[src/hdl/vec_skid_fifo.sv]
// Two-entry valid/ready buffer that decouples producer and consumer for any payload
`default_nettype none
`timescale 1ns/1ps

module vec_skid_fifo #(
  parameter type payload_t = logic
) (
  input  logic     clk_i,
  input  logic     rst_n_i,
  // Producer side
  input  payload_t data_i,
  input  logic     valid_i,
  output logic     ready_o,
  // Consumer side
  output payload_t data_o,
  output logic     valid_o,
  input  logic     ready_i
);

  payload_t   mem_q [2];
  logic       wr_ptr_q;
  logic       rd_ptr_q;
  logic [1:0] count_q;
  logic [1:0] count_d;
  // Registered ready, so the producer never sees a path through ready_i
  logic       ready_q;
  logic       push;
  logic       pop;

  assign push    = valid_i & ready_q;
  assign pop     = valid_o & ready_i;
  assign valid_o = (count_q != 2'd0);
  assign ready_o = ready_q;
  assign data_o  = mem_q[rd_ptr_q];

  always_comb begin
    case ({push, pop})
      2'b10:   count_d = count_q + 2'd1;
      2'b01:   count_d = count_q - 2'd1;
      default: count_d = count_q;
    endcase
  end

  always_ff @(posedge clk_i) begin
    if (!rst_n_i) begin
      count_q  <= 2'd0;
      wr_ptr_q <= 1'b0;
      rd_ptr_q <= 1'b0;
      ready_q  <= 1'b0;
    end else begin
      count_q <= count_d;
      ready_q <= (count_d != 2'd2);
      if (push) wr_ptr_q <= ~wr_ptr_q;
      if (pop)  rd_ptr_q <= ~rd_ptr_q;
    end
  end

  // Storage
  always_ff @(posedge clk_i) begin
    if (push) begin
      mem_q[wr_ptr_q] <= data_i;
    end
  end

endmodule

`default_nettype wire

[config.mk]
export PLATFORM = sky130hd
export DESIGN_NAME = vec_skid_fifo
export DESIGN_NICKNAME = d
export VERILOG_FILES = /design/src/hdl/vec_skid_fifo.sv
export SDC_FILE = /design/constraint.sdc
export NUM_CORES = 1
export LEC_CHECK = 0
export BUFFER_PORTS_ARGS = -buffer_cell sky130_fd_sc_hd__buf_2
export CORE_AREA = 4 4 41 43
export CTS_CLUSTER_SIZE = 8
export DETAILED_ROUTE_END_ITERATION = 8
export DIE_AREA = 0 0 45 47
export MAX_ROUTING_LAYER = met4
export PLACE_DENSITY = 0.46
export SKIP_LAST_GASP = 1
export SYNTH_ARGS = -nofsm -noshare
export SYNTH_HDL_FRONTEND = slang
export SYNTH_SLANG_ARGS = --single-unit
[constraint.sdc]
create_clock -name clk_i -period 1.9 [get_ports clk_i]
set_clock_uncertainty 0.1 [all_clocks]
set_input_delay 0.38 -clock clk_i [delete_from_list [all_inputs] [get_ports clk_i]]
set_output_delay 0.38 -clock clk_i [all_outputs]
set_load 0.01 [all_outputs]
==> impl_metrics.ini <==
[run_status]
status = finished, final reports clean

[layout]
final_area_um2 = 415
drive_gt1_share_pct = 28.6
antenna_cells = 0
nFillCells = 144
ff_latch_area_um2 = 180
nets = 49
syn_to_final_growth_pct = 23.9
multi_input_area_um2 = 151

[routing]
drt_wl_total_um = 596
first_pass_iters = 3
wl_per_cell_um = 10.5
ant_nets = 0
top_layer = met4
vias_per_cell = 4.23
route.detailed.drc = 0
wl_met1_um = 250
wl_met2_um = 301
wl_met3_um = 38
drtIter0Drc = 2
vias = 241

[yosys]
syn_area_um2 = 335
netlist.area_leader.share_pct = 35.8
synth_top_area_cell = dfxtp_1
yosysSeqAreaShare_pct = 53.7
ys.flop_type = dfxtp_1
synth_cells = 31
synthMuxAreaShare_pct = 3.36
synth_xor_area_share_pct = 5.22
syn_area_per_cell_um2 = 10.8
synthArstFlopShare_pct = 0
synth_fa_ha_area_share_pct = 3.73
yosysWarnings = 0
synth_top_family_by_area = simple AND/OR/NAND/NOR gates
yosysMostFrequentCell = dfxtp_1
ys_types = 20
synth-compound-area-share_pct = 13.4
synth_nets = 37
synth_edf_count = 2
synth-seq-cells = 8
yosys.area_share.simple_pct = 19.4
synth_area_leaders = dfxtp_1 (36%), edfxtp_1 (18%), xnor2_1 (5.2%)

[clock_tree]
htree_levels = 1
clock_path_buffers = 2
cts_resized = 0
clock_latency_ns = 0.24
cts_made_buffers = 3
clock-root-buffer = clkbuf_4
hold_buffers = 0
path_clk_slew_ns = 0.06
cts_tree = built
cts_sinks = 8
postCtsSetupRepairBufs = 0

[global_route]
grt_pass1_wl_um = 1010
grt_overflow = 0
grt_start_max_net_pins = 7
grt_usage_pct = 6.96
grt_pass1_vias = 259
grt_antenna_before_repair = 0

[timing]
final_max_slew_viol_count = 0
worst_slew_pin_slew_ns = 0.198
hold_viol_final = 0
rsz0062_at_grt = false
post-route-period-util_pct = 86.6
worst_slack_ns = 0.254
setup_violations = 0
clock.fmax_mhz = 607
slew_headroom_pct = 86.7
setup_tns_ns = 0
fin_crit_ns = 1.65

[setup_path]
endpoint_kind = flop
startpoint_type = flop
crit_fanout = 6
crit_arrival_ns = 1.68
path_cells = o21a_1, ha_1, or2b_1, o31ai_1, a21oi_1
worstPathRequired_ns = 1.93
worst_path_max_delay_cell = dfxtp_1
worstSetupPathType = flop to flop
slowest_delay_ns = 0.34
path_buf_inv = 0
crit_family = compound AO/OA/AOI/OAI gates

[place]
dp_hpwl_um = 475
dpl-instance-area_um2 = 389
pre_cts_ws_ns = 0.227
numPortBuffers = 7
place_congestion = 0.805

[die]
coreArea_um2 = 1300
dieArea_um2 = 2120
row_count = 13
die_x_um = 45
io_pins = 8
initial_core_util_pct = 25.8
die_h_um = 47

[min_path]
hold_class = input port to flop

[pwr]
p_leak_nw = 0.173
p_per_area_nw_per_um2 = 1170
ir_worst_vdd_v = 0.000562

[flow_run]
maxCapViolations = 0
## final timing paths
check	end	startpoint	cells past startpoint	slack, ns
worst max-delay path	ready_o$_SDFF_PN0_	count_q[1]$_SDFF_PN0_	5	0.25
worst min-delay path	mem_q[0]$_DFFE_PP_	data_i	1	0.22
worst max register to register	ready_o$_SDFF_PN0_	count_q[1]$_SDFF_PN0_	5	0.25
worst min register to register	ready_o$_SDFF_PN0_	count_q[1]$_SDFF_PN0_	1	0.41
## worst reg2reg max path, cell delays in order (launching register included)
cell,delay (ns)
dfxtp_1,0.34
o21a_1,0.23
ha_1,0.34
or2b_1,0.26
o31ai_1,0.20
a21oi_1,0.06
## logic make-up after synthesis
group                    count (synthesis)
XOR/XNOR                                 2
multiplexers                             1
AO/OA/AOI/OAI                            7
flip-flops                               8
AND/OR/NAND/NOR                         11
buffers and inverters                    1
adder cells (fa/ha/maj)                  1
## placed cells by master (no fill, tap or decap), drive strengths merged, types with 2 or more instances in the layout
master  synthesis  layout
edfxtp          2       2
dfxtp           6       6
nor2b           2       2
o21a            2       2
xnor2           2       2
clkbuf          0       4
o21ai           2       2
and3            2       2
buf             0       7
## stage by stage
stage / power, mW / util, % / cells / hold slack (ns)
3_5_place_dp: 0.355 / 29.9 / 53 / 0.396
4_1_cts: 0.495 / 31.9 / 57 / 0.210
5_1_grt: 0.525 / 31.9 / 57 / 0.210
3_3_place_gp: 0.346 / 29.9 / 53 / 0.384
2_1_floorplan: 0.315 / - / 31 / 0.358
6_report: 0.484 / 31.9 / 57 / 0.218
## metal layers
layer / vias up / GRT usage (%)
li1: 130 / -
met1: 104 / 7.13
met2: 5 / 11.0
met3: 2 / 4.60
met4: 0 / 1.75
met5: - / -
## final cells by class
type                       instances  area share (%)
tap                               15            4.52
sequential                         8            43.4
inverter                           1           0.904
clock buffer                       4            6.33
timing repair buffer               7            8.43
multi-input combinational         22            36.4
## report_power, final
group,switching [mW],internal [mW]
Sequential,0.0195,0.204
Clock,0.0557,0.0802
Combinational,0.0600,0.0655
Note: power is estimated with default switching activity, not from simulation.
