<file path="config.mk">
export PLATFORM = sky130hd
export DESIGN_NAME = vec_csr
export DESIGN_NICKNAME = d
export VERILOG_FILES = /design/src/common/vec_pkg.sv /design/src/dispatcher/vec_csr.sv
export SDC_FILE = /design/constraint.sdc
export NUM_CORES = 1
export LEC_CHECK = 0
export BUFFER_PORTS_ARGS = -buffer_cell sky130_fd_sc_hd__buf_2
export CAP_MARGIN = 10
export CELL_PAD_IN_SITES_DETAIL_PLACEMENT = 0
export CELL_PAD_IN_SITES_GLOBAL_PLACEMENT = 1
export CORE_MARGIN = 2
export CORE_UTILIZATION = 30
export DETAILED_ROUTE_END_ITERATION = 6
export PLACE_DENSITY = 0.82
export SETUP_SLACK_MARGIN = 0.3
export SLEW_MARGIN = 20
export SYNTH_ARGS = -nofsm -noshare
export SYNTH_HDL_FRONTEND = slang
export SYNTH_SLANG_ARGS = --single-unit
</file>
<file path="constraint.sdc">
create_clock -name clk_i -period 1.15 [get_ports clk_i]
set_clock_uncertainty 0.15 [all_clocks]
set_input_delay 0.1725 -clock clk_i [delete_from_list [all_inputs] [get_ports clk_i]]
set_output_delay 0.1725 -clock clk_i [all_outputs]
set_load 0.02 [all_outputs]
</file>
<file path="src/common/vec_pkg.sv">
// Vector coprocessor package with widths, opcodes and the structs shared by all blocks
`default_nettype none

package vec_pkg;

  ////////////////////
  // Widths
  ////////////////////

  // Fixed element width of the whole datapath
  localparam int unsigned ElemWidth = 32;
  // Architectural vector registers
  localparam int unsigned NrVRegs   = 32;

  typedef logic [4:0]           vreg_idx_t;
  typedef logic [ElemWidth-1:0] elem_t;
  // Wide enough for any configured maximum vector length
  typedef logic [15:0]          vl_t;

  ////////////////////
  // Opcodes
  ////////////////////

  typedef enum logic [2:0] {
    VSETVL,
    VADD,
    VSUB,
    VAND,
    VOR,
    VXOR,
    VMV_VX,
    VEXT_XV
  } vec_op_e;

  ////////////////////
  // Structs
  ////////////////////

  // Core request; scalar is the vl request, broadcast value or element index
  typedef struct packed {
    vec_op_e   op;
    vreg_idx_t vd;
    vreg_idx_t vs1;
    vreg_idx_t vs2;
    elem_t     scalar;
  } vec_req_t;

  // Response to the core
  typedef struct packed {
    vec_op_e op;
    elem_t   data;
  } vec_resp_t;

  // Dispatcher to sequencer, request plus the vl in force
  typedef struct packed {
    vec_req_t req;
    vl_t      vl;
  } seq_cmd_t;

  // Broadcast to every lane, one row per cycle
  typedef struct packed {
    vec_op_e   op;
    vreg_idx_t vd;
    vreg_idx_t vs1;
    vreg_idx_t vs2;
    elem_t     scalar;
    vl_t       row;
    vl_t       vl;
  } lane_cmd_t;

endpackage

`default_nettype wire

</file>
<file path="src/dispatcher/vec_csr.sv">
// Vector-length register, clamped to the maximum vector length on every write
`default_nettype none
`timescale 1ns/1ps

module vec_csr #(
  parameter int unsigned NrLanes      = 4,
  parameter int unsigned ElemsPerLane = 4
) (
  input  logic         clk_i,
  input  logic         rst_n_i,
  input  logic         vl_we_i,
  input  vec_pkg::vl_t vl_req_i,
  output vec_pkg::vl_t vl_o
);

  import vec_pkg::*;

  localparam int unsigned MaxVl = NrLanes * ElemsPerLane;

  vl_t vl_q;
  vl_t vl_clamped;

  assign vl_clamped = (vl_req_i > vl_t'(MaxVl)) ? vl_t'(MaxVl) : vl_req_i;

  always_ff @(posedge clk_i) begin
    if (!rst_n_i) begin
      vl_q <= '0;
    end else if (vl_we_i) begin
      vl_q <= vl_clamped;
    end
  end

  // Write-through, so the vsetvl response carries the new value in the same cycle
  assign vl_o = vl_we_i ? vl_clamped : vl_q;

endmodule

`default_nettype wire

</file>
==> flow_metrics.env <==
export IMPL_io_buffer_count=34
export IMPL_finalWorstSetupSlack_ns=-0.338
export IMPL_cpMostUsedCell="buf_6"
export IMPL_syn_inst=74
export IMPL_p_sw_uw=249
export IMPL_vdd_drop_max_uv=588
export IMPL_dp_hpwl_um=1150
export IMPL_area_delta_synth_final_pct=84.6
export IMPL_root_buffer="clkbuf_4"
export IMPL_syn_nets=93
export IMPL_placedInstanceArea_um2=1070
export IMPL_yosysWarnings=0
export IMPL_fmax_ghz=0.672
export IMPL_die_x_um=52.2
export IMPL_ant_nets=0
export IMPL_diodes=0
export IMPL_yosysSeqAreaShare=0.460
export IMPL_vias=632
export IMPL_path_cells="buf_6, nor4b_4, nand4_4, o21a_2, buf_6"
export IMPL_overflow=0
export IMPL_violations="negative hold slack, negative setup slack"
export IMPL_largestRegisters="vl_q (16)"
export IMPL_worstSetupEndpointType="output port"
export IMPL_pin_count=35
export IMPL_fillers=201
export IMPL_cts_sinks=16
export IMPL_place_congestion=0.716
export IMPL_cts_made_buffers=3
export IMPL_share_comb_of_total_power=0.126
export IMPL_largest_register="vl_q"
export IMPL_swShare=0.236
export IMPL_grt_util_all_layers=0.129
export IMPL_worstSetupPathType="in2out"
export IMPL_coreArea_um2=2210
export IMPL_pwr_density_cell_nw_per_um2=822
export IMPL_grt_antenna_before_repair=0
export IMPL_rows=17
export IMPL_slew_headroom=0.777
export IMPL_grt_max_degree=22
export IMPL_first_global_vias=623
export IMPL_htree_levels=1
export IMPL_path_clk_slew_ns=0.09
export IMPL_routed_via_density=4.42
export IMPL_drtIter0Drc=6
export IMPL_period_share=1.29
export IMPL_tightest_slew_ns=0.334
export IMPL_synth_avg_cell_area_um2=9.42
export IMPL_fp_dieArea_um2=2720
export IMPL_grt_pass1_wl_um=2540
export IMPL_synth_cell_types=19
export IMPL_drc_errors=0
export IMPL_clkPwrFrac=0.347
export IMPL_finalHoldViolCount=1
export IMPL_p_leak_nw=0.513
export IMPL_final_nets=135
export IMPL_worstSkewPairLatency_ns=0.28
export IMPL_rr_worst_depth=3
export IMPL_drive_gt1_frac=0.661
export IMPL_arrival_ns=1.17
export IMPL_status="finished, violations left"
export IMPL_pwr_share_seq=0.527
export IMPL_netlist_area_um2=697
export IMPL_final_setup_tns_ns=-2.11
export IMPL_start_util=0.315
export IMPL_die_height_um=52.2
export IMPL_first_pass_iters=2
export IMPL_cp_max_fo=6
export IMPL_r2r_slack_ns=0.21
export IMPL_cts_buffer_depth=2
export IMPL_wl_um=1580
export IMPL_post_drt_wl_per_cell_um=11.1
export IMPL_fin_crit_ns=1.49
export IMPL_finalSetupViolCount=16
export IMPL_whs_ns=-0.00367
export IMPL_rsz0062_at_grt="true"
export IMPL_final_max_slew_viol_count=0
export IMPL_ys_ff_latch=16
export IMPL_max_cap_viol_count=0
export IMPL_hp_class="in2reg"
export IMPL_largest_register_ffs=16
export IMPL_slowest_stage="nor4b_4"
export IMPL_cts_tree="done"
export IMPL_p_int_uw=808
export IMPL_worstHoldPathCells=3
export IMPL_start_kind="input port"
export IMPL_final_area_um2=1290
export IMPL_cp_data_required_time_ns=0.83
export IMPL_crit_path_max_incr_delay_ns=0.33
[final timing paths]
path,start,to
max,vl_req_i[5],vl_o[4]
min reg2reg,vl_q[3]$_SDFF_PN0_,vl_q[3]$_SDFF_PN0_
max reg2reg,vl_q[9]$_SDFF_PN0_,vl_q[9]$_SDFF_PN0_
min,vl_req_i[3],vl_q[3]$_SDFF_PN0_
[power by group through the flow]
stage               registers (mW)  clock network, mW  logic (mW)
floorplan                    0.570                  0      0.0660
global placement             0.570                  0       0.119
detailed placement           0.570                  0       0.121
CTS                          0.557              0.384       0.131
global route                 0.558              0.413       0.144
finish                       0.557              0.367       0.133
[cells in the final DEF (no fill, tap or decap), drive strengths merged]
master | netlist | routed
nand3b | 4 | 4
nor4b | 1 | 1
buf | 1 | 41
nand2 | 1 | 1
o21a | 1 | 1
o211a | 1 | 1
inv | 8 | 8
nor3 | 1 | 1
o21ai | 4 | 4
nand4 | 5 | 5
o22ai | 4 | 4
clkbuf | 3 | 4
nor2b | 11 | 11
nor2 | 1 | 1
dfxtp | 16 | 16
and2 | 11 | 11
nor4 | 1 | 1
[synthesized netlist by cell type]
cell | instances | share of area
nand4_1 | 4 | 0.036
o211a_1 | 1 | 0.014
nor4b_4 | 1 | 0.034
dfxtp_1 | 16 | 0.46
nand4_2 | 1 | 0.018
nand2_1 | 1 | 0.0054
o21ai_0 | 2 | 0.014
clkbuf_1 | 3 | 0.016
and2_1 | 11 | 0.099
buf_2 | 1 | 0.0072
nor2_1 | 1 | 0.0054
nand3b_1 | 4 | 0.043
o21ai_1 | 2 | 0.014
o21a_1 | 1 | 0.011
o22ai_1 | 4 | 0.036
nor3_2 | 1 | 0.014
nor4_4 | 1 | 0.031
nor2b_1 | 11 | 0.099
inv_1 | 8 | 0.043
[logic make-up after synthesis]
kind of cell	synth area share
compound gates	0.0898
buf+inv	0.0664
flops	0.460
simple gates	0.384
[worst max-delay path, delay by kind of cell]
kind,cells,cell delay (ns)
AO/OA/AOI/OAI,1,0.19
buffers and inverters,2,0.22
AND/OR/NAND/NOR,2,0.57
[routing by layer]
layer,vias up,share of wire,global-route usage,routed length (um)
li1,328,-,-,-
met1,277,0.42,0.138,665
met2,25,0.49,0.224,784
met3,2,0.076,0.0543,120
met4,0,0.0082,0.0513,13
met5,-,0,0,0
[per-stage QoR]
stage	hold slack, ns	total power [mW]	std cells	setup WS, ns	util
after CTS	-0.0112	1.07	140	-0.355	0.523
after global routing	-0.0104	1.12	143	-0.379	0.581
after detailed placement	0.306	0.691	136	-0.390	0.484
after floorplan	0.176	0.636	74	-0.112	-
final	-0.00367	1.06	143	-0.338	0.581
after global placement	0.304	0.689	136	-0.385	0.484
[layout make-up]
type | count | area (um^2) | share of cell area
Timing Repair Buffer | 41 | 360 | 0.280
Clock buffer | 4 | 36.3 | 0.0282
Sequential cell | 16 | 328 | 0.255
Inverter | 8 | 30.0 | 0.0233
Tap cell | 28 | 35.0 | 0.0272
Multi-Input combinational cell | 46 | 497 | 0.386
[what timing repair did]
item                                   4_1_cts  5_1_grt
endpoints found under the hold margin        4        2
setup endpoints to repair                   32       32
gates resized for setup                     13       38
buffers inserted                             0        3
pin swaps                                    3        5
(Power assumes the default switching activity.)
