## config.mk

```make
export PLATFORM = sky130hd
export DESIGN_NAME = vec_sequencer
export DESIGN_NICKNAME = d
export VERILOG_FILES = /design/src/common/vec_pkg.sv /design/src/sequencer/vec_sequencer.sv
export SDC_FILE = /design/constraint.sdc
export NUM_CORES = 1
export LEC_CHECK = 0
export ABC_AREA = 1
export BUFFER_PORTS_ARGS = -buffer_cell sky130_fd_sc_hd__buf_2
export CORE_AREA = 2 2 122 124
export DETAILED_ROUTE_END_ITERATION = 7
export DIE_AREA = 0 0 124 126
export GPL_TIMING_DRIVEN = 0
export HOLD_SLACK_MARGIN = 0.08
export PLACE_DENSITY_LB_ADDON = 0.3
export SETUP_SLACK_MARGIN = 0.05
export SYNTH_ARGS = -nofsm -noshare
export SYNTH_HDL_FRONTEND = slang
export SYNTH_SLANG_ARGS = --single-unit
export TNS_END_PERCENT = 30
```

## constraint.sdc

```tcl
create_clock -name clk_i -period 6.3 [get_ports clk_i]
set_clock_uncertainty 0.2 [all_clocks]
set_input_delay 0.945 -clock clk_i [delete_from_list [all_inputs] [get_ports clk_i]]
set_output_delay 0.945 -clock clk_i [all_outputs]
set_load 0.02 [all_outputs]
```

## src/common/vec_pkg.sv

```systemverilog
// Vector coprocessor package with widths, opcodes and the structs shared by all blocks
`default_nettype none

package vec_pkg;

  ////////////////////
  // Widths
  ////////////////////

  // Fixed element width of the whole datapath
  localparam int unsigned ElemWidth = 32;
  // Architectural vector registers
  localparam int unsigned NrVRegs   = 32;

  typedef logic [4:0]           vreg_idx_t;
  typedef logic [ElemWidth-1:0] elem_t;
  // Wide enough for any configured maximum vector length
  typedef logic [15:0]          vl_t;

  ////////////////////
  // Opcodes
  ////////////////////

  typedef enum logic [2:0] {
    VSETVL,
    VADD,
    VSUB,
    VAND,
    VOR,
    VXOR,
    VMV_VX,
    VEXT_XV
  } vec_op_e;

  ////////////////////
  // Structs
  ////////////////////

  // Core request; scalar is the vl request, broadcast value or element index
  typedef struct packed {
    vec_op_e   op;
    vreg_idx_t vd;
    vreg_idx_t vs1;
    vreg_idx_t vs2;
    elem_t     scalar;
  } vec_req_t;

  // Response to the core
  typedef struct packed {
    vec_op_e op;
    elem_t   data;
  } vec_resp_t;

  // Dispatcher to sequencer, request plus the vl in force
  typedef struct packed {
    vec_req_t req;
    vl_t      vl;
  } seq_cmd_t;

  // Broadcast to every lane, one row per cycle
  typedef struct packed {
    vec_op_e   op;
    vreg_idx_t vd;
    vreg_idx_t vs1;
    vreg_idx_t vs2;
    elem_t     scalar;
    vl_t       row;
    vl_t       vl;
  } lane_cmd_t;

endpackage

`default_nettype wire

```

## src/sequencer/vec_sequencer.sv

```systemverilog
// Sequencer that issues one instruction row by row to all lanes and collects extracted elements
`default_nettype none
`timescale 1ns/1ps

module vec_sequencer #(
  parameter int unsigned NrLanes      = 4,
  parameter int unsigned ElemsPerLane = 4
) (
  input  logic                            clk_i,
  input  logic                            rst_n_i,
  // Dispatcher
  input  vec_pkg::seq_cmd_t               cmd_i,
  input  logic                            cmd_valid_i,
  output logic                            cmd_ready_o,
  // Lanes
  output vec_pkg::lane_cmd_t              lane_cmd_o,
  output logic                            lane_cmd_valid_o,
  input  vec_pkg::elem_t    [NrLanes-1:0] rd_elem_i,
  // Completion
  output logic                            done_o,
  output vec_pkg::elem_t                  done_data_o
);

  import vec_pkg::*;

  localparam int unsigned MaxVl     = NrLanes * ElemsPerLane;
  localparam int unsigned RowWidth  = (ElemsPerLane > 1) ? $clog2(ElemsPerLane) : 1;
  localparam int unsigned LaneWidth = (NrLanes > 1) ? $clog2(NrLanes) : 1;

  typedef enum logic [1:0] {
    Idle,
    Issue,
    Finish
  } state_e;

  state_e               state_q;
  seq_cmd_t             cmd_q;
  logic [RowWidth-1:0]  row_q;
  logic [RowWidth-1:0]  last_row_q;
  logic [LaneWidth-1:0] ext_lane_q;
  logic                 ext_in_range_q;
  elem_t                data_q;
  logic                 accept;
  logic                 is_ext;
  vl_t                  nr_rows;
  logic [RowWidth-1:0]  ext_row;

  assign accept  = cmd_valid_i & cmd_ready_o;
  assign is_ext  = (cmd_i.req.op == VEXT_XV);
  // ceil(vl / NrLanes); vl never exceeds MaxVl, so this fits the row counter
  assign nr_rows = (cmd_i.vl + vl_t'(NrLanes - 1)) / vl_t'(NrLanes);
  assign ext_row = RowWidth'(cmd_i.req.scalar / NrLanes);

  assign cmd_ready_o      = (state_q == Idle);
  assign lane_cmd_valid_o = (state_q == Issue);
  assign done_o           = (state_q == Finish);
  assign done_data_o      = data_q;

  always_comb begin
    lane_cmd_o.op     = cmd_q.req.op;
    lane_cmd_o.vd     = cmd_q.req.vd;
    lane_cmd_o.vs1    = cmd_q.req.vs1;
    lane_cmd_o.vs2    = cmd_q.req.vs2;
    lane_cmd_o.scalar = cmd_q.req.scalar;
    lane_cmd_o.row    = vl_t'(row_q);
    lane_cmd_o.vl     = cmd_q.vl;
  end

  ////////////////////
  // Control
  ////////////////////

  always_ff @(posedge clk_i) begin
    if (!rst_n_i) begin
      state_q <= Idle;
    end else begin
      case (state_q)
        Idle: begin
          if (accept) begin
            // An empty vector op has no rows to issue
            state_q <= (!is_ext && cmd_i.vl == '0) ? Finish : Issue;
          end
        end
        Issue: begin
          if (row_q == last_row_q) state_q <= Finish;
        end
        default: state_q <= Idle;
      endcase
    end
  end

  ////////////////////
  // Datapath
  ////////////////////

  always_ff @(posedge clk_i) begin
    if (accept) begin
      cmd_q          <= cmd_i;
      row_q          <= is_ext ? ext_row : '0;
      last_row_q     <= is_ext ? ext_row : RowWidth'(nr_rows - vl_t'(1));
      ext_lane_q     <= LaneWidth'(cmd_i.req.scalar % NrLanes);
      ext_in_range_q <= (cmd_i.req.scalar < elem_t'(MaxVl));
    end else if (state_q == Issue) begin
      row_q <= row_q + 1'b1;
      // Extraction reads its lane in the single issued row
      if (cmd_q.req.op == VEXT_XV) begin
        data_q <= ext_in_range_q ? rd_elem_i[ext_lane_q] : '0;
      end
    end
  end

endmodule

`default_nettype wire

```

==> flow_summary.toml <==
[cells_and_area]
areaGrowthSynthToFinish_pct = 45.44
num-nets-final = 961
drive_above_1_share_pct = 45.05
layout.core_utilization_pct = 47.51
area_of_all_sequential_standard_cells_um2 = 3133
area_taken_by_multi_input_logic_gates_um2 = 1296
num_antenna_cells = 0
fillCellCount = 1401

[logic_synthesis]
yosysSeqAreaShare_pct = 67.01
yosysUniqueCellTypes = 22
post_synth_instance_area_um2 = 4676
postSynthCellCount = 439
ys_seq_elements = 105
postSynthAreaPerCell_um2 = 10.65
synth_warnings = 0

[setup_path]
worst-path-max-fanout = 3
critical_path_startpoint_category = "flop"
cp.required_ns = 5.15
critPathSlowestCell = "sky130_fd_sc_hd__dfxtp_1"
crit_path_start = "state_q[0]$_SDFFE_PN0P_"
setup.worst_path.end_class = "primary output"
slowest_delay_ns = 0.35
worstPathCellList = "inv_1, nor2_1, buf_2"
critical_path.reg2reg.startpoint = "state_q[1]$_SDFFE_PN0P_"
cp_data_arrival_time_ns = 1.10
crit_type = "reg2out"
setup.reg_to_reg.worst_slack_ns = 4.31
path_buf_inv = 2
worst_path_dominant_cell_family = "flip-flops"

[placement]
portBuffers = 299
gp_congestion = 0.7843
post-dp-hpwl_mm = 11.19

[route]
antenna_left = 0
routed_wirelength_mm = 14.21
routed_via_density = 4.481
average_wire_per_standard_cell_um = 14.93
num_vias = 4266
detailedRoute.firstPassIterationCount = 4
drc_violations = 0
drt_iter0_drc = 139
top_layer_used = "met4"
dr_wl_met3_mm = 1.671
dr_wl_met2_mm = 7.038
met1Wirelength_mm = 5.307

[floorplanning]
die-height_um = 126
io_pins = 314
initial_utilization_pct = 32.67
die_area_um2 = 15620
placement_rows = 44
die-width_um = 124
design.core.area_um2 = 14310

[pwr]
swShare_pct = 28.03
pwr-share-clk_pct = 32.0
leakage_nw = 3.034
portion_of_total_power_attributed_to_sequential_cells_pct = 47.7
power.share.combinational_pct = 20.3
ir_drop_uv = 168.5
internal-power_mw = 1.284
power.net_switching_mw = 0.5002
cellPowerDensity_nw_per_um2 = 262.4

[sta]
maxSlewViolCount = 0
layout_worst_path_cycle_share_pct = 35.59
worstMarginPinSlew_ns = 0.6928
finalSetupViolations = 0
worst_slew_margin_rel_pct = 53.75
timing.hold.ws_ns = 0.2874
rsz0062_at_grt = "false"
timing.fmax_mhz = 446.0
fin_crit_ns = 2.242
hold_viol = 0
finalSetupTns_ns = 0

[clock_network]
cts-htree-levels = 3
later_pin_clock_latency_in_the_skew_report_ns = 0.34
post_cts_setup_bufs = 0
clock_sinks = 105
numCtsBuffers = 9
post_cts_resize_count = 0
ctsRootBufferMaster = "sky130_fd_sc_hd__clkbuf_16"
path_clk_slew_ns = 0.07
holdBufCountCts = 0
cts_max_path_buffers = 2
clock_tree_from_tritoncts = "built"

[run]
cap_viol_max_count = 0

[global_routing]
grt_max_degree = 42
first_global_vias = 4198
grt_util_all_layers_pct = 17.61
globalRoute.totalOverflow = 0
grt_first_pass_wirelength_mm = 20.96
antenna_found_initial = 0

[hold_path]
hp-start = "state_q[0]$_SDFFE_PN0P_"
min_delay_worst_type = "reg2reg"

[status]
status = "finished clean"
worst min-delay path: stages (launching register included):
cell                      delay (ns)
sky130_fd_sc_hd__dfxtp_1        0.32
sky130_fd_sc_hd__inv_1          0.07
sky130_fd_sc_hd__a21oi_1        0.06
power groups by stage:
stage	clock, mW	combinational, mW	sequential (mW)
3_5_place_dp	0	0.366	0.867
2_1_floorplan	0	0.146	0.931
3_3_place_gp	0	0.358	0.870
4_1_cts	0.592	0.366	0.852
6_report	0.571	0.362	0.851
5_1_grt	0.615	0.401	0.857
per-layer routing:
metal  global-route usage [%]  up-vias
met5                        0        -
met4                    5.750        0
met3                    6.522       15
met2                    31.32      213
met1                    19.19     1891
li1                         -     2147
cell type report:
cell class	count	area share, %
plain buffers	37	3.680
repair buffers	301	22.59
clock inverters	6	1.122
clock buffers	9	3.312
flip-flops and latches	105	46.07
multi-input cells	296	19.06
inverters	14	0.7728
well taps	184	3.385
kinds of logic after synthesis:
family,after synthesis,share of synthesized area [%]
flip-flops,105,67.01
other,1,0.08020
AND/OR/NAND/NOR,176,14.82
buffers and inverters,51,6.476
AO/OA/AOI/OAI,103,11.05
XOR/XNOR,3,0.5621
synth_stat cells, drive strengths merged:
cell	n	area share, %
xnor2	3	0.56
dfxtp	2	0.86
or2	1	0.13
nand4	2	0.27
nand3b	1	0.16
nand3	7	0.75
o21ai	68	7.3
inv	14	1.1
buf	27	4.5
clkbuf	10	0.80
conb	1	0.080
nand2	12	0.96
nor4	5	0.67
o22ai	1	0.13
nor2	148	12
edfxtp	103	66
a21oi	34	3.6
worst paths after layout:
path / depth (start not counted) / to
min reg2reg: 2 / state_q[1]$_SDFFE_PN0P_
max reg2reg: 5 / row_q[1]$_DFFE_PP_
min: 2 / state_q[1]$_SDFFE_PN0P_
max: 3 / lane_cmd_valid_o
sequential cells by signal, indices dropped and copies added (netlist names):
register / flops
lane_cmd_o: 66
done_data_o: 32
last_row_q: 2
row_q: 2
state_q: 2
ext_in_range_q: 1
cell usage in the layout (no fill, tap or decap), types with 3 or more instances in the layout:
cell | synthesis | layout
sky130_fd_sc_hd__buf_2 | 5 | 304
sky130_fd_sc_hd__nor2_1 | 148 | 147
sky130_fd_sc_hd__edfxtp_1 | 103 | 103
sky130_fd_sc_hd__o21ai_1 | 38 | 38
sky130_fd_sc_hd__a21oi_1 | 34 | 34
sky130_fd_sc_hd__o21ai_0 | 30 | 30
sky130_fd_sc_hd__buf_4 | 14 | 14
sky130_fd_sc_hd__conb_1 | 1 | 14
sky130_fd_sc_hd__inv_1 | 13 | 12
sky130_fd_sc_hd__nand2_1 | 12 | 12
sky130_fd_sc_hd__clkbuf_1 | 10 | 10
sky130_fd_sc_hd__clkbuf_16 | 0 | 9
sky130_fd_sc_hd__nand3_1 | 7 | 7
sky130_fd_sc_hd__buf_6 | 7 | 7
sky130_fd_sc_hd__nor4_1 | 5 | 5
sky130_fd_sc_hd__xnor2_1 | 3 | 3
metrics by stage:
step | power (mW) | setup WS, ns | cells | area (µm²)
floorplan | 1.077 | 3.108 | 452 | 4725
global placement | 1.228 | 2.409 | 935 | 6451
detailed placement | 1.233 | 3.740 | 937 | 6499
CTS | 1.810 | 4.034 | 952 | 6800
global route | 1.872 | 3.975 | 952 | 6800
finish | 1.784 | 4.058 | 952 | 6800
No activity file was read; power rests on OpenSTA's default activity.
