File: src/common/vec_pkg.sv
// Vector coprocessor package with widths, opcodes and the structs shared by all blocks
`default_nettype none

package vec_pkg;

  ////////////////////
  // Widths
  ////////////////////

  // Fixed element width of the whole datapath
  localparam int unsigned ElemWidth = 32;
  // Architectural vector registers
  localparam int unsigned NrVRegs   = 32;

  typedef logic [4:0]           vreg_idx_t;
  typedef logic [ElemWidth-1:0] elem_t;
  // Wide enough for any configured maximum vector length
  typedef logic [15:0]          vl_t;

  ////////////////////
  // Opcodes
  ////////////////////

  typedef enum logic [2:0] {
    VSETVL,
    VADD,
    VSUB,
    VAND,
    VOR,
    VXOR,
    VMV_VX,
    VEXT_XV
  } vec_op_e;

  ////////////////////
  // Structs
  ////////////////////

  // Core request; scalar is the vl request, broadcast value or element index
  typedef struct packed {
    vec_op_e   op;
    vreg_idx_t vd;
    vreg_idx_t vs1;
    vreg_idx_t vs2;
    elem_t     scalar;
  } vec_req_t;

  // Response to the core
  typedef struct packed {
    vec_op_e op;
    elem_t   data;
  } vec_resp_t;

  // Dispatcher to sequencer, request plus the vl in force
  typedef struct packed {
    vec_req_t req;
    vl_t      vl;
  } seq_cmd_t;

  // Broadcast to every lane, one row per cycle
  typedef struct packed {
    vec_op_e   op;
    vreg_idx_t vd;
    vreg_idx_t vs1;
    vreg_idx_t vs2;
    elem_t     scalar;
    vl_t       row;
    vl_t       vl;
  } lane_cmd_t;

endpackage

`default_nettype wire

File: src/dispatcher/vec_dispatcher.sv
// Instruction dispatcher: runs vsetvl locally, hands vector ops to the sequencer, forms responses
`default_nettype none
`timescale 1ns/1ps

module vec_dispatcher (
  input  logic               clk_i,
  input  logic               rst_n_i,
  // Request FIFO
  input  vec_pkg::vec_req_t  req_i,
  input  logic               req_valid_i,
  output logic               req_ready_o,
  // Vector-length register
  input  vec_pkg::vl_t       vl_i,
  output logic               vl_we_o,
  output vec_pkg::vl_t       vl_req_o,
  // Sequencer
  output vec_pkg::seq_cmd_t  cmd_o,
  output logic               cmd_valid_o,
  input  logic               cmd_ready_i,
  input  logic               done_i,
  input  vec_pkg::elem_t     done_data_i,
  // Response FIFO
  output vec_pkg::vec_resp_t resp_o,
  output logic               resp_valid_o,
  input  logic               resp_ready_i
);

  import vec_pkg::*;

  typedef enum logic [1:0] {
    Idle,
    WaitSeq,
    HoldResp
  } state_e;

  state_e    state_q;
  state_e    state_d;
  // Op of the instruction in flight, then its finished response
  vec_resp_t resp_q;
  vec_resp_t resp_d;
  vec_resp_t done_resp;

  // Requested values beyond the vl range saturate, the CSR clamps them afterwards
  assign vl_req_o = (|req_i.scalar[ElemWidth-1:$bits(vl_t)]) ? '1 : req_i.scalar[$bits(vl_t)-1:0];
  assign cmd_o    = '{req: req_i, vl: vl_i};

  // Only an extraction returns data from the lanes
  assign done_resp.op   = resp_q.op;
  assign done_resp.data = (resp_q.op == VEXT_XV) ? done_data_i : '0;

  always_comb begin
    state_d      = state_q;
    resp_d       = resp_q;
    req_ready_o  = 1'b0;
    vl_we_o      = 1'b0;
    cmd_valid_o  = 1'b0;
    resp_valid_o = 1'b0;
    resp_o       = resp_q;

    case (state_q)
      Idle: begin
        if (req_valid_i) begin
          if (req_i.op == VSETVL) begin
            // Pop, write and answer together once the response FIFO has room
            if (resp_ready_i) begin
              req_ready_o  = 1'b1;
              vl_we_o      = 1'b1;
              resp_valid_o = 1'b1;
              resp_o       = '{op: VSETVL, data: elem_t'(vl_i)};
            end
          end else begin
            cmd_valid_o = 1'b1;
            if (cmd_ready_i) begin
              req_ready_o = 1'b1;
              resp_d.op   = req_i.op;
              state_d     = WaitSeq;
            end
          end
        end
      end
      WaitSeq: begin
        resp_o = done_resp;
        if (done_i) begin
          resp_valid_o = 1'b1;
          resp_d       = done_resp;
          state_d      = resp_ready_i ? Idle : HoldResp;
        end
      end
      HoldResp: begin
        resp_valid_o = 1'b1;
        if (resp_ready_i) state_d = Idle;
      end
      default: state_d = Idle;
    endcase
  end

  always_ff @(posedge clk_i) begin
    if (!rst_n_i) begin
      state_q <= Idle;
    end else begin
      state_q <= state_d;
    end
  end

  always_ff @(posedge clk_i) begin
    resp_q <= resp_d;
  end

endmodule

`default_nettype wire

File: config.mk
export PLATFORM = sky130hd
export DESIGN_NAME = vec_dispatcher
export DESIGN_NICKNAME = d
export VERILOG_FILES = /design/src/common/vec_pkg.sv /design/src/dispatcher/vec_dispatcher.sv
export SDC_FILE = /design/constraint.sdc
export NUM_CORES = 1
export LEC_CHECK = 0
export CAP_MARGIN = 20
export CORE_AREA = 2 2 87 89
export CTS_CLUSTER_DIAMETER = 100
export CTS_CLUSTER_SIZE = 40
export DETAILED_ROUTE_END_ITERATION = 8
export DIE_AREA = 0 0 89 91
export DONT_BUFFER_PORTS = 1
export PLACE_DENSITY = 0.49
export SLEW_MARGIN = 20
export SYNTH_ARGS = -nofsm -noshare
export SYNTH_HDL_FRONTEND = slang
export SYNTH_SLANG_ARGS = --single-unit
File: constraint.sdc
create_clock -name clk_i -period 4.7 [get_ports clk_i]
set_input_delay 0.94 -clock clk_i [delete_from_list [all_inputs] [get_ports clk_i]]
set_output_delay 0.94 -clock clk_i [all_outputs]
set_load 0.005 [all_outputs]
==> impl_metrics.json, run 1 <==
{
  "instances_no_fill": 309,
  "finClkSkew_ns": 0.00664,
  "coreArea_sq_um": 7140,
  "setup_violations": 0,
  "place_area_sq_um": 2300,
  "critPathMaxStageDelay_ns": 0.81,
  "max_freq_mhz": 277,
  "syn-num-nets": 392,
  "dr.first_iter.drc_count": 84,
  "min_period_ns": 3.62,
  "final_max_slew_viol_count": 0,
  "whs_ns": 0.584,
  "slew_headroom_pct": 34.3,
  "dpl.hpwl_microns": 4940,
  "final_area_sq_um": 2380,
  "worst_ep_required_time_ns": 3.76,
  "cts.clk_slew.worst_paths_ns": 0.07,
  "viasPerCell": 5.74,
  "gp_congestion": 0.706,
  "clk_latency_ns": 0.29,
  "syn_inst": 288,
  "grt_setup_unrepaired": "false",
  "start_kind": "primary input",
  "post_cts_buffers": 0,
  "wl_per_cell_microns": 21.5,
  "synth_seq_cells": 37,
  "p_per_area_nw_per_um2": 268,
  "cts_hold_buf": 0,
  "end_kind": "output pin",
  "clock-sinks": 37,
  "setup_ws_ns": 1.08,
  "num_vias": 1774,
  "post-route-period-util_pct": 76.9,
  "rows": 31,
  "drive_above_1_share_pct": 14.3,
  "grt_pass1_vias": 1710,
  "ys_warn_count": 0,
  "routed_wl_microns": 6640,
  "syn_avg_cell_area_sq_um": 9.49,
  "cts_htree_levels": 2,
  "grt_max_degree": 50,
  "cts.repair.resized": 0,
  "tightest_slew_ns": 0.981,
  "hp-class": "flip-flop to flip-flop",
  "hold_viol": 0,
  "drt-pass1-iter-count": 4,
  "power.total_mw": 0.638,
  "antenna_found_initial": 0,
  "port_buffers": 0,
  "setup_tns_ns": 0,
  "die_height_microns": 91,
  "grtUsageTotal_pct": 15.6,
  "preCtsSetupSlack_ns": 1.07,
  "initial_core_util_pct": 38.3,
  "root_buffer": "clkbuf_8",
  "grt_pass1_wl_microns": 9490,
  "peakVddDrop_mv": 0.113,
  "drc_errors": 0,
  "grt_overflow": 0,
  "ys_types": 30,
  "n_antenna_cell": 0,
  "area_growth_pct": -13.0,
  "post-place-cells": 301,
  "status": "complete, no violations",
  "dieArea_sq_um": 8100,
  "p_leak_nw": 0.776,
  "syn-cell-area_sq_um": 2730,
  "cts_tree": "built",
  "drv_cap": 0,
  "clk_path_buf_depth": 2,
  "critPathSlowestCell": "or4b_1",
  "ys_seq_area_share_pct": 39.9,
  "crit_fanout": 17,
  "utilization_pct": 33.3,
  "die_w_microns": 89,
  "cts-buffers-inserted": 5,
  "worstPathCellList": "or4b_1 -> or2_1 -> a32o_1",
  "worstPathArrival_ns": 2.68,
  "ant_nets": 0,
  "nNetsFinal": 313,
  "ios": 225,
  "path_class": "primary input to output pin"
}
==> state kept, by name, summed over array words and instances, names as in the netlist <==
| signal | flops |
|---|---|
| done_resp | 3 |
| state_q | 2 |
| resp_q | 32 |
==> layout make-up <==
type | instances | area, sq um
Fill cell | 780 | 4760
Sequential cell | 37 | 1090
Multi-Input combinational cell | 160 | 1050
Clock inverter | 1 | 5.00
Timing Repair Buffer | 3 | 22.5
Tap cell | 99 | 124
Inverter | 2 | 7.51
Clock buffer | 7 | 76.3
==> layer usage <==
metal,global-route usage (%),routed length [microns]
met5,0,0
met4,4.85,114
met1,19.1,2530
met2,25.4,3310
met3,5.64,689
==> synth_stat cells <==
master	number	share of area (%)
a211oi_1	1	0.27
a21oi_1	2	0.37
a32o_1	16	5.9
and2_1	36	8.2
and3_1	1	0.23
buf_1	1	0.14
buf_2	3	0.55
buf_4	66	18
buf_6	2	0.82
clkbuf_1	17	2.3
dfxtp_1	2	1.5
edfxtp_1	35	38
inv_1	2	0.27
mux2_2	1	0.41
nand2_1	3	0.41
nand2b_1	5	1.1
nand3_1	48	8.8
nand3b_1	1	0.27
nand4_1	1	0.23
nor2_1	1	0.14
nor2b_1	2	0.46
nor3_1	1	0.18
nor3b_1	1	0.27
nor3b_2	1	0.46
nor4_1	4	0.92
nor4b_2	1	0.55
o211ai_1	16	4.4
or2_1	1	0.23
or2_2	16	3.7
or4b_1	1	0.37
==> worst max-delay path: cells and delay by family <==
| family | cells | cell delay, ns |
|---|---|---|
| AOI/OAI and AO/OA | 1 | 0.37 |
| and+or+nand+nor | 2 | 1.35 |
==> report_power, final <==
group / total [mW] / switching, mW / internal, mW
combinational: 0.0551 / 0.0363 / 0.0187
clock: 0.216 / 0.111 / 0.104
sequential: 0.368 / 0.00278 / 0.365
==> worst paths after layout <==
kind	start	endpoint	slack, ns	cells after the start
setup / recovery	req_i[48]	resp_o[30]	1.08	3
hold / removal	state_q[0]$_SDFFE_PN0P_	state_q[0]$_SDFFE_PN0P_	0.58	2
setup reg to reg	state_q[0]$_SDFFE_PN0P_	resp_q[1]$_DFFE_PP_	2.98	2
hold reg to reg	state_q[0]$_SDFFE_PN0P_	state_q[0]$_SDFFE_PN0P_	0.58	2
==> cell usage in the layout (no fill, tap or decap) <==
| master | n |
|---|---|
| nand3_1 | 48 |
| dfxtp_1 | 2 |
| a21oi_1 | 2 |
| nor3b_1 | 1 |
| or2_2 | 16 |
| nor3_1 | 1 |
| clkinv_2 | 1 |
| nand4_1 | 1 |
| clkbuf_8 | 5 |
| mux2_2 | 1 |
| nor2b_1 | 2 |
| nor4_1 | 4 |
| inv_1 | 2 |
| nand3b_1 | 1 |
| or4b_1 | 1 |
| nor3b_2 | 1 |
| a32o_1 | 16 |
| clkbuf_1 | 2 |
| and2_1 | 36 |
| o211ai_1 | 16 |
| or2_1 | 1 |
| nand2b_2 | 1 |
| nor4b_4 | 1 |
| a211oi_1 | 1 |
| nor2_4 | 1 |
| nand2b_1 | 4 |
| and3_1 | 1 |
| edfxtp_1 | 35 |
| buf_4 | 3 |
| nand2_1 | 3 |
==> logic make-up after synthesis <==
family	count (synthesis)	share of synthesized area, %
buffers and inverters	91	22.2
flip-flops	37	39.9
AO/OA/AOI/OAI	35	10.9
multiplexers	1	0.412
AND/OR/NAND/NOR	124	26.5
(Power assumes the default switching activity.)
==> inputs of run 2 (changes only) <==
Settings changed: ABC_AREA set to 1, CORE_AREA 2 2 87 89 to 2 2 88 90, DIE_AREA 0 0 89 91 to 0 0 90 92, PLACE_DENSITY 0.49 to 0.51.
Clock period 4.7 ns to 3.8 ns, I/O delays scaled along.
==> run 2 against run 1 <==
Die area is 2.2% higher; count of clock-buffer cells in the layout is 2 lower; non-clock buffer count is 2 lower; flip-flop and latch count stayed put; largest cell class unchanged.
==> impl_metrics.json, run 2 <==
{
  "status": "complete, no violations",
  "synth-edff-count": 35,
  "ys_seq_area_share_pct": 37.2,
  "port_buffers": 0,
  "peakVddDrop_mv": 0.148,
  "hp-class": "primary input to flip-flop",
  "grt_max_degree": 35,
  "end_kind": "output pin",
  "clk_latency_ns": 0.29,
  "dr.first_iter.drc_count": 116,
  "cts_tree": "built",
  "yosysTopAreaCell": "edfxtp_1",
  "area_growth_pct": -13.0,
  "num_vias": 2081,
  "synth_seq_cells": 37,
  "syn_avg_cell_area_sq_um": 7.67,
  "rows": 32,
  "hold_viol": 0,
  "syn-num-nets": 486,
  "path_class": "flip-flop to output pin",
  "yosysTopAreaCellShare_pct": 35.9,
  "routed_wl_microns": 6460,
  "clock-sinks": 37,
  "slew_headroom_pct": 39.6,
  "p_per_area_nw_per_um2": 325,
  "coreArea_sq_um": 7450,
  "multi_input_area_sq_um": 1010,
  "ys_types": 22,
  "drive_above_1_share_pct": 6.47,
  "async_flop_share_pct": 0,
  "cts.clk_slew.worst_paths_ns": 0.07,
  "drt-pass1-iter-count": 4,
  "antenna_found_initial": 0,
  "min_period_ns": 2.72,
  "clk_path_buf_depth": 2,
  "initial_core_util_pct": 39.4,
  "largest_register_ffs": 32,
  "max_freq_mhz": 368,
  "seqCellArea_sq_um": 1090,
  "whs_ns": 0.543,
  "final_common_cell": "nand2_1",
  "dieArea_sq_um": 8280,
  "utilization_pct": 34.3,
  "post-route-period-util_pct": 71.5,
  "die_w_microns": 90,
  "ys_warn_count": 0,
  "ys.flop_type": "edfxtp_1",
  "viasPerCell": 5.06,
  "wl_per_cell_microns": 15.7,
  "drv_cap": 0,
  "setup_tns_ns": 0,
  "yosysMostFrequentCell": "nand2_1",
  "final_cell_mix": "81 x nand2_1, 56 x inv_1, 42 x nand3_1",
  "final_max_slew_viol_count": 0,
  "root_buffer": "clkbuf_8",
  "setup_violations": 0,
  "ant_nets": 0,
  "cts_hold_buf": 0,
  "n_antenna_cell": 0,
  "syn-cell-area_sq_um": 2930,
  "syn_inst": 382,
  "tightest_slew_ns": 0.903,
  "crit_fanout": 34,
  "grt_pass1_vias": 1924,
  "num-fill-cells": 845,
  "power.total_mw": 0.830,
  "grt_overflow": 0,
  "p_leak_nw": 1.15,
  "cts-buffers-inserted": 5,
  "worstPathArrival_ns": 1.96,
  "worst_ep_required_time_ns": 3.04,
  "finClkSkew_ns": 0.00937,
  "gp_congestion": 0.729,
  "ios": 225,
  "post_cts_buffers": 0,
  "yosys-top-cells-count": "81 x nand2_1, 73 x buf_4, 56 x inv_1",
  "nNetsFinal": 412,
  "start_kind": "flip-flop",
  "top_register": "resp_q",
  "synthTopCellsByArea": "edfxtp_1 36%, buf_4 19%, nand2_1 10%",
  "cts_htree_levels": 2,
  "grt_setup_unrepaired": "false",
  "drc_errors": 0,
  "dpl.hpwl_microns": 4600,
  "cts.repair.resized": 0,
  "die_height_microns": 92,
  "grtUsageTotal_pct": 15.2,
  "grt_pass1_wl_microns": 10000
}
run 2: cell count changes in the layout (fill, tap and decap cells not counted), sizes merged, moves of 4 or more:
cell,delta
nor2,+42
nand2,+78
nand3,-4
a22oi,+7
and2,-36
nand4,+9
or2,-16
nand2b,-5
inv,+58
nor4,-4
a32o,-16
nand3b,+15
o211ai,-16
run 2: layout make-up:
class | instances | share of cell area [%]
Clock buffer | 5 | 2.70
Timing Repair Buffer | 1 | 0.294
Multi-Input combinational cell | 204 | 39.7
Clock inverter | 3 | 0.834
Sequential cell | 37 | 42.8
Inverter | 59 | 8.68
Tap cell | 102 | 5.00
run 2: final timing paths:
check	from	end	slack, ns	cells past startpoint
worst max register to register	state_q[1]$_SDFFE_PN0P_	resp_q[23]$_DFFE_PP_	1.77	4
worst min-delay path	resp_ready_i	state_q[1]$_SDFFE_PN0P_	0.54	1
worst min register to register	state_q[0]$_SDFFE_PN0P_	state_q[1]$_SDFFE_PN0P_	0.68	3
worst max-delay path	state_q[1]$_SDFFE_PN0P_	resp_o[8]	1.08	4
run 2: worst max-delay path: stages (launching register included):
cell and delay [ns]:
dfxtp_1 0.50, nor2_8 0.51, inv_2 0.35, nand3_1 0.18
nand3_1 0.12
run 2: where the power goes:
part / internal (mW) / total (mW) / leakage, nW / switching [mW]
clock: 0.130 / 0.279 / 0.0445 / 0.149
sequential: 0.455 / 0.462 / 0.331 / 0.00731
combinational: 0.0270 / 0.0890 / 0.776 / 0.0620
run 2: logic make-up after synthesis:
family / synth area share (%)
simple gates: 32.4
flops: 37.2
compound gates: 2.22
buf+inv: 28.2
run 2: through the flow:
step,area [sq um],std cells,setup slack [ns]
finish,2550,411,1.08
global route,2550,411,0.866
CTS,2550,411,1.00
detailed placement,2460,403,1.24
global placement,2460,403,1.30
floorplan,2930,382,1.57
run 2: layer usage:
| layer | wire length [microns] | vias to the layer above | GRT usage, % |
|---|---|---|---|
| met5 | 0 | - | 0 |
| met4 | 45 | 0 | 3.59 |
| met3 | 551 | 5 | 6.00 |
| met2 | 2870 | 120 | 23.1 |
| met1 | 3000 | 963 | 20.5 |
| li1 | - | 993 | - |
==> inputs of run 3 (changes only) <==
Settings changed: ABC_AREA 1 to 0, CORE_AREA 2 2 88 90 to 2 2 87 89, DIE_AREA 0 0 90 92 to 0 0 89 91, PLACE_DENSITY 0.51 to 0.49.
Clock period 3.8 ns to 2.5 ns, I/O delays scaled along.
==> run 3 against run 2 <==
Critical path depth is 1 lower; utilization about the same; via count fell by 12%; design area decreased by 4.1%; first-iteration DRC count fell by 10%; register-to-register slack worse by 0.98 ns; power up 48%; sequential power up 50%; flip-flop and latch count unchanged; critical path type is now primary input to output pin; critical endpoint is now resp_o[29]; largest cell class unchanged.
==> impl_metrics.json, run 3 (same netlist as run 1, synthesis figures left out) <==
{
  "rows": 31,
  "grt_max_degree": 35,
  "area_growth_pct": -10.5,
  "ios": 225,
  "finClkSkew_ns": 0.00280,
  "final_common_cell": "nand3_1",
  "status": "complete, no violations",
  "clk_latency_ns": 0.29,
  "cts_htree_levels": 2,
  "setup_violations": 0,
  "port_buffers": 0,
  "hp-class": "primary input to flip-flop",
  "min_period_ns": 2.34,
  "power.total_mw": 1.23,
  "num_vias": 1839,
  "grt_overflow": 0,
  "final_max_slew_viol_count": 0,
  "antenna_found_initial": 0,
  "rr_endpoint": "resp_q[1]$_DFFE_PP_",
  "whs_ns": 0.290,
  "rrSetupSlack_ns": 0.79,
  "cts_hold_buf": 0,
  "grt_setup_unrepaired": "false",
  "cts-buffers-inserted": 5,
  "largest_register_ffs": 32,
  "hold_start": "resp_ready_i",
  "coreArea_sq_um": 7140,
  "path_class": "primary input to output pin",
  "hold_viol": 0,
  "slew_headroom_pct": 60.5,
  "viasPerCell": 5.80,
  "post-route-period-util_pct": 93.4,
  "dpl.hpwl_microns": 5220,
  "drive_above_1_share_pct": 17.0,
  "die_height_microns": 91,
  "drt-pass1-iter-count": 5,
  "hold_path_depth": 1,
  "p_leak_nw": 0.817,
  "post_cts_buffers": 0,
  "grtUsageTotal_pct": 15.8,
  "wl_per_cell_microns": 21.6,
  "setup_tns_ns": 0,
  "dr.first_iter.drc_count": 104,
  "root_buffer": "clkbuf_8",
  "clk_path_buf_depth": 2,
  "worstPathCellList": "or4b_1 -> or2_1 -> a32o_1",
  "critPathSlowestCell": "or4b_1",
  "utilization_pct": 34.3,
  "cts.clk_slew.worst_paths_ns": 0.07,
  "start_kind": "primary input",
  "p_per_area_nw_per_um2": 504,
  "drc_errors": 0,
  "n_antenna_cell": 0,
  "gp_congestion": 0.705,
  "die_w_microns": 89,
  "worst_ep_required_time_ns": 2.00,
  "cts_tree": "built",
  "tightest_slew_ns": 0.593,
  "end_kind": "output pin",
  "grt_pass1_wl_microns": 9710,
  "routed_wl_microns": 6860,
  "dieArea_sq_um": 8100,
  "drv_cap": 0,
  "final_cell_mix": "48 x nand3_1, 36 x and2_1, 35 x edfxtp_1",
  "crit_fanout": 16,
  "peakVddDrop_mv": 0.186,
  "worstPathArrival_ns": 1.84,
  "num-fill-cells": 768,
  "initial_core_util_pct": 38.3,
  "hold_end": "state_q[1]$_SDFFE_PN0P_",
  "max_freq_mhz": 428,
  "cts.repair.resized": 0,
  "grt_pass1_vias": 1787,
  "reg2reg_from": "state_q[0]$_SDFFE_PN0P_",
  "nNetsFinal": 321,
  "critPathMaxStageDelay_ns": 0.52,
  "ant_nets": 0,
  "r2r_cells": 3,
  "top_register": "resp_q",
  "clock-sinks": 37
}
run 3: stage by stage:
step	cells	setup WS, ns	instance area, sq um
after floorplan	288	0.106	2730
after global placement	309	0.179	2360
after detailed placement	309	0.166	2360
after CTS	317	0.166	2450
after global routing	317	0.115	2450
final	317	0.164	2450
run 3: worst max-delay path, delay by kind of cell:
kind             cells  cell delay, ns
AO/OA/AOI/OAI        1            0.36
AND/OR/NAND/NOR      2            0.97
run 3: layout make-up:
type	instances	area, sq um	area share, %
inverters	2	7.51	0.307
clock buffers	8	90.1	3.68
well taps	99	124	5.06
multi-input cells	160	1050	43.0
repair buffers	11	82.6	3.38
flip-flops and latches	37	1090	44.6
run 3: where the power goes:
group | switching (mW) | internal [mW]
logic | 0.0707 | 0.0409
registers | 0.00538 | 0.686
clock network | 0.205 | 0.225
run 3: worst max path at each step:
stage                                  startpoint  cells after the start  slack, ns                   to
after floorplan           state_q[0]$_SDFFE_PN0P_                      3       0.11  resp_q[0]$_DFFE_PP_
after global placement                  req_i[48]                      3       0.18           resp_o[29]
after detailed placement                req_i[48]                      3       0.17           resp_o[29]
after CTS                               req_i[48]                      3       0.17           resp_o[29]
after global routing                    req_i[48]                      3       0.12           resp_o[30]
final                                   req_i[48]                      3       0.16           resp_o[29]
run 3: metal layers:
metal / vias to the layer above / wire length (microns) / GRT usage (%) / part of all wire (%)
met5: - / 0 / 0 / 0
met4: 0 / 89 / 4.23 / 1.3
met3: 15 / 658 / 5.36 / 9.6
met2: 132 / 3420 / 26.5 / 50
met1: 873 / 2690 / 19.3 / 39
li1: 819 / - / - / -
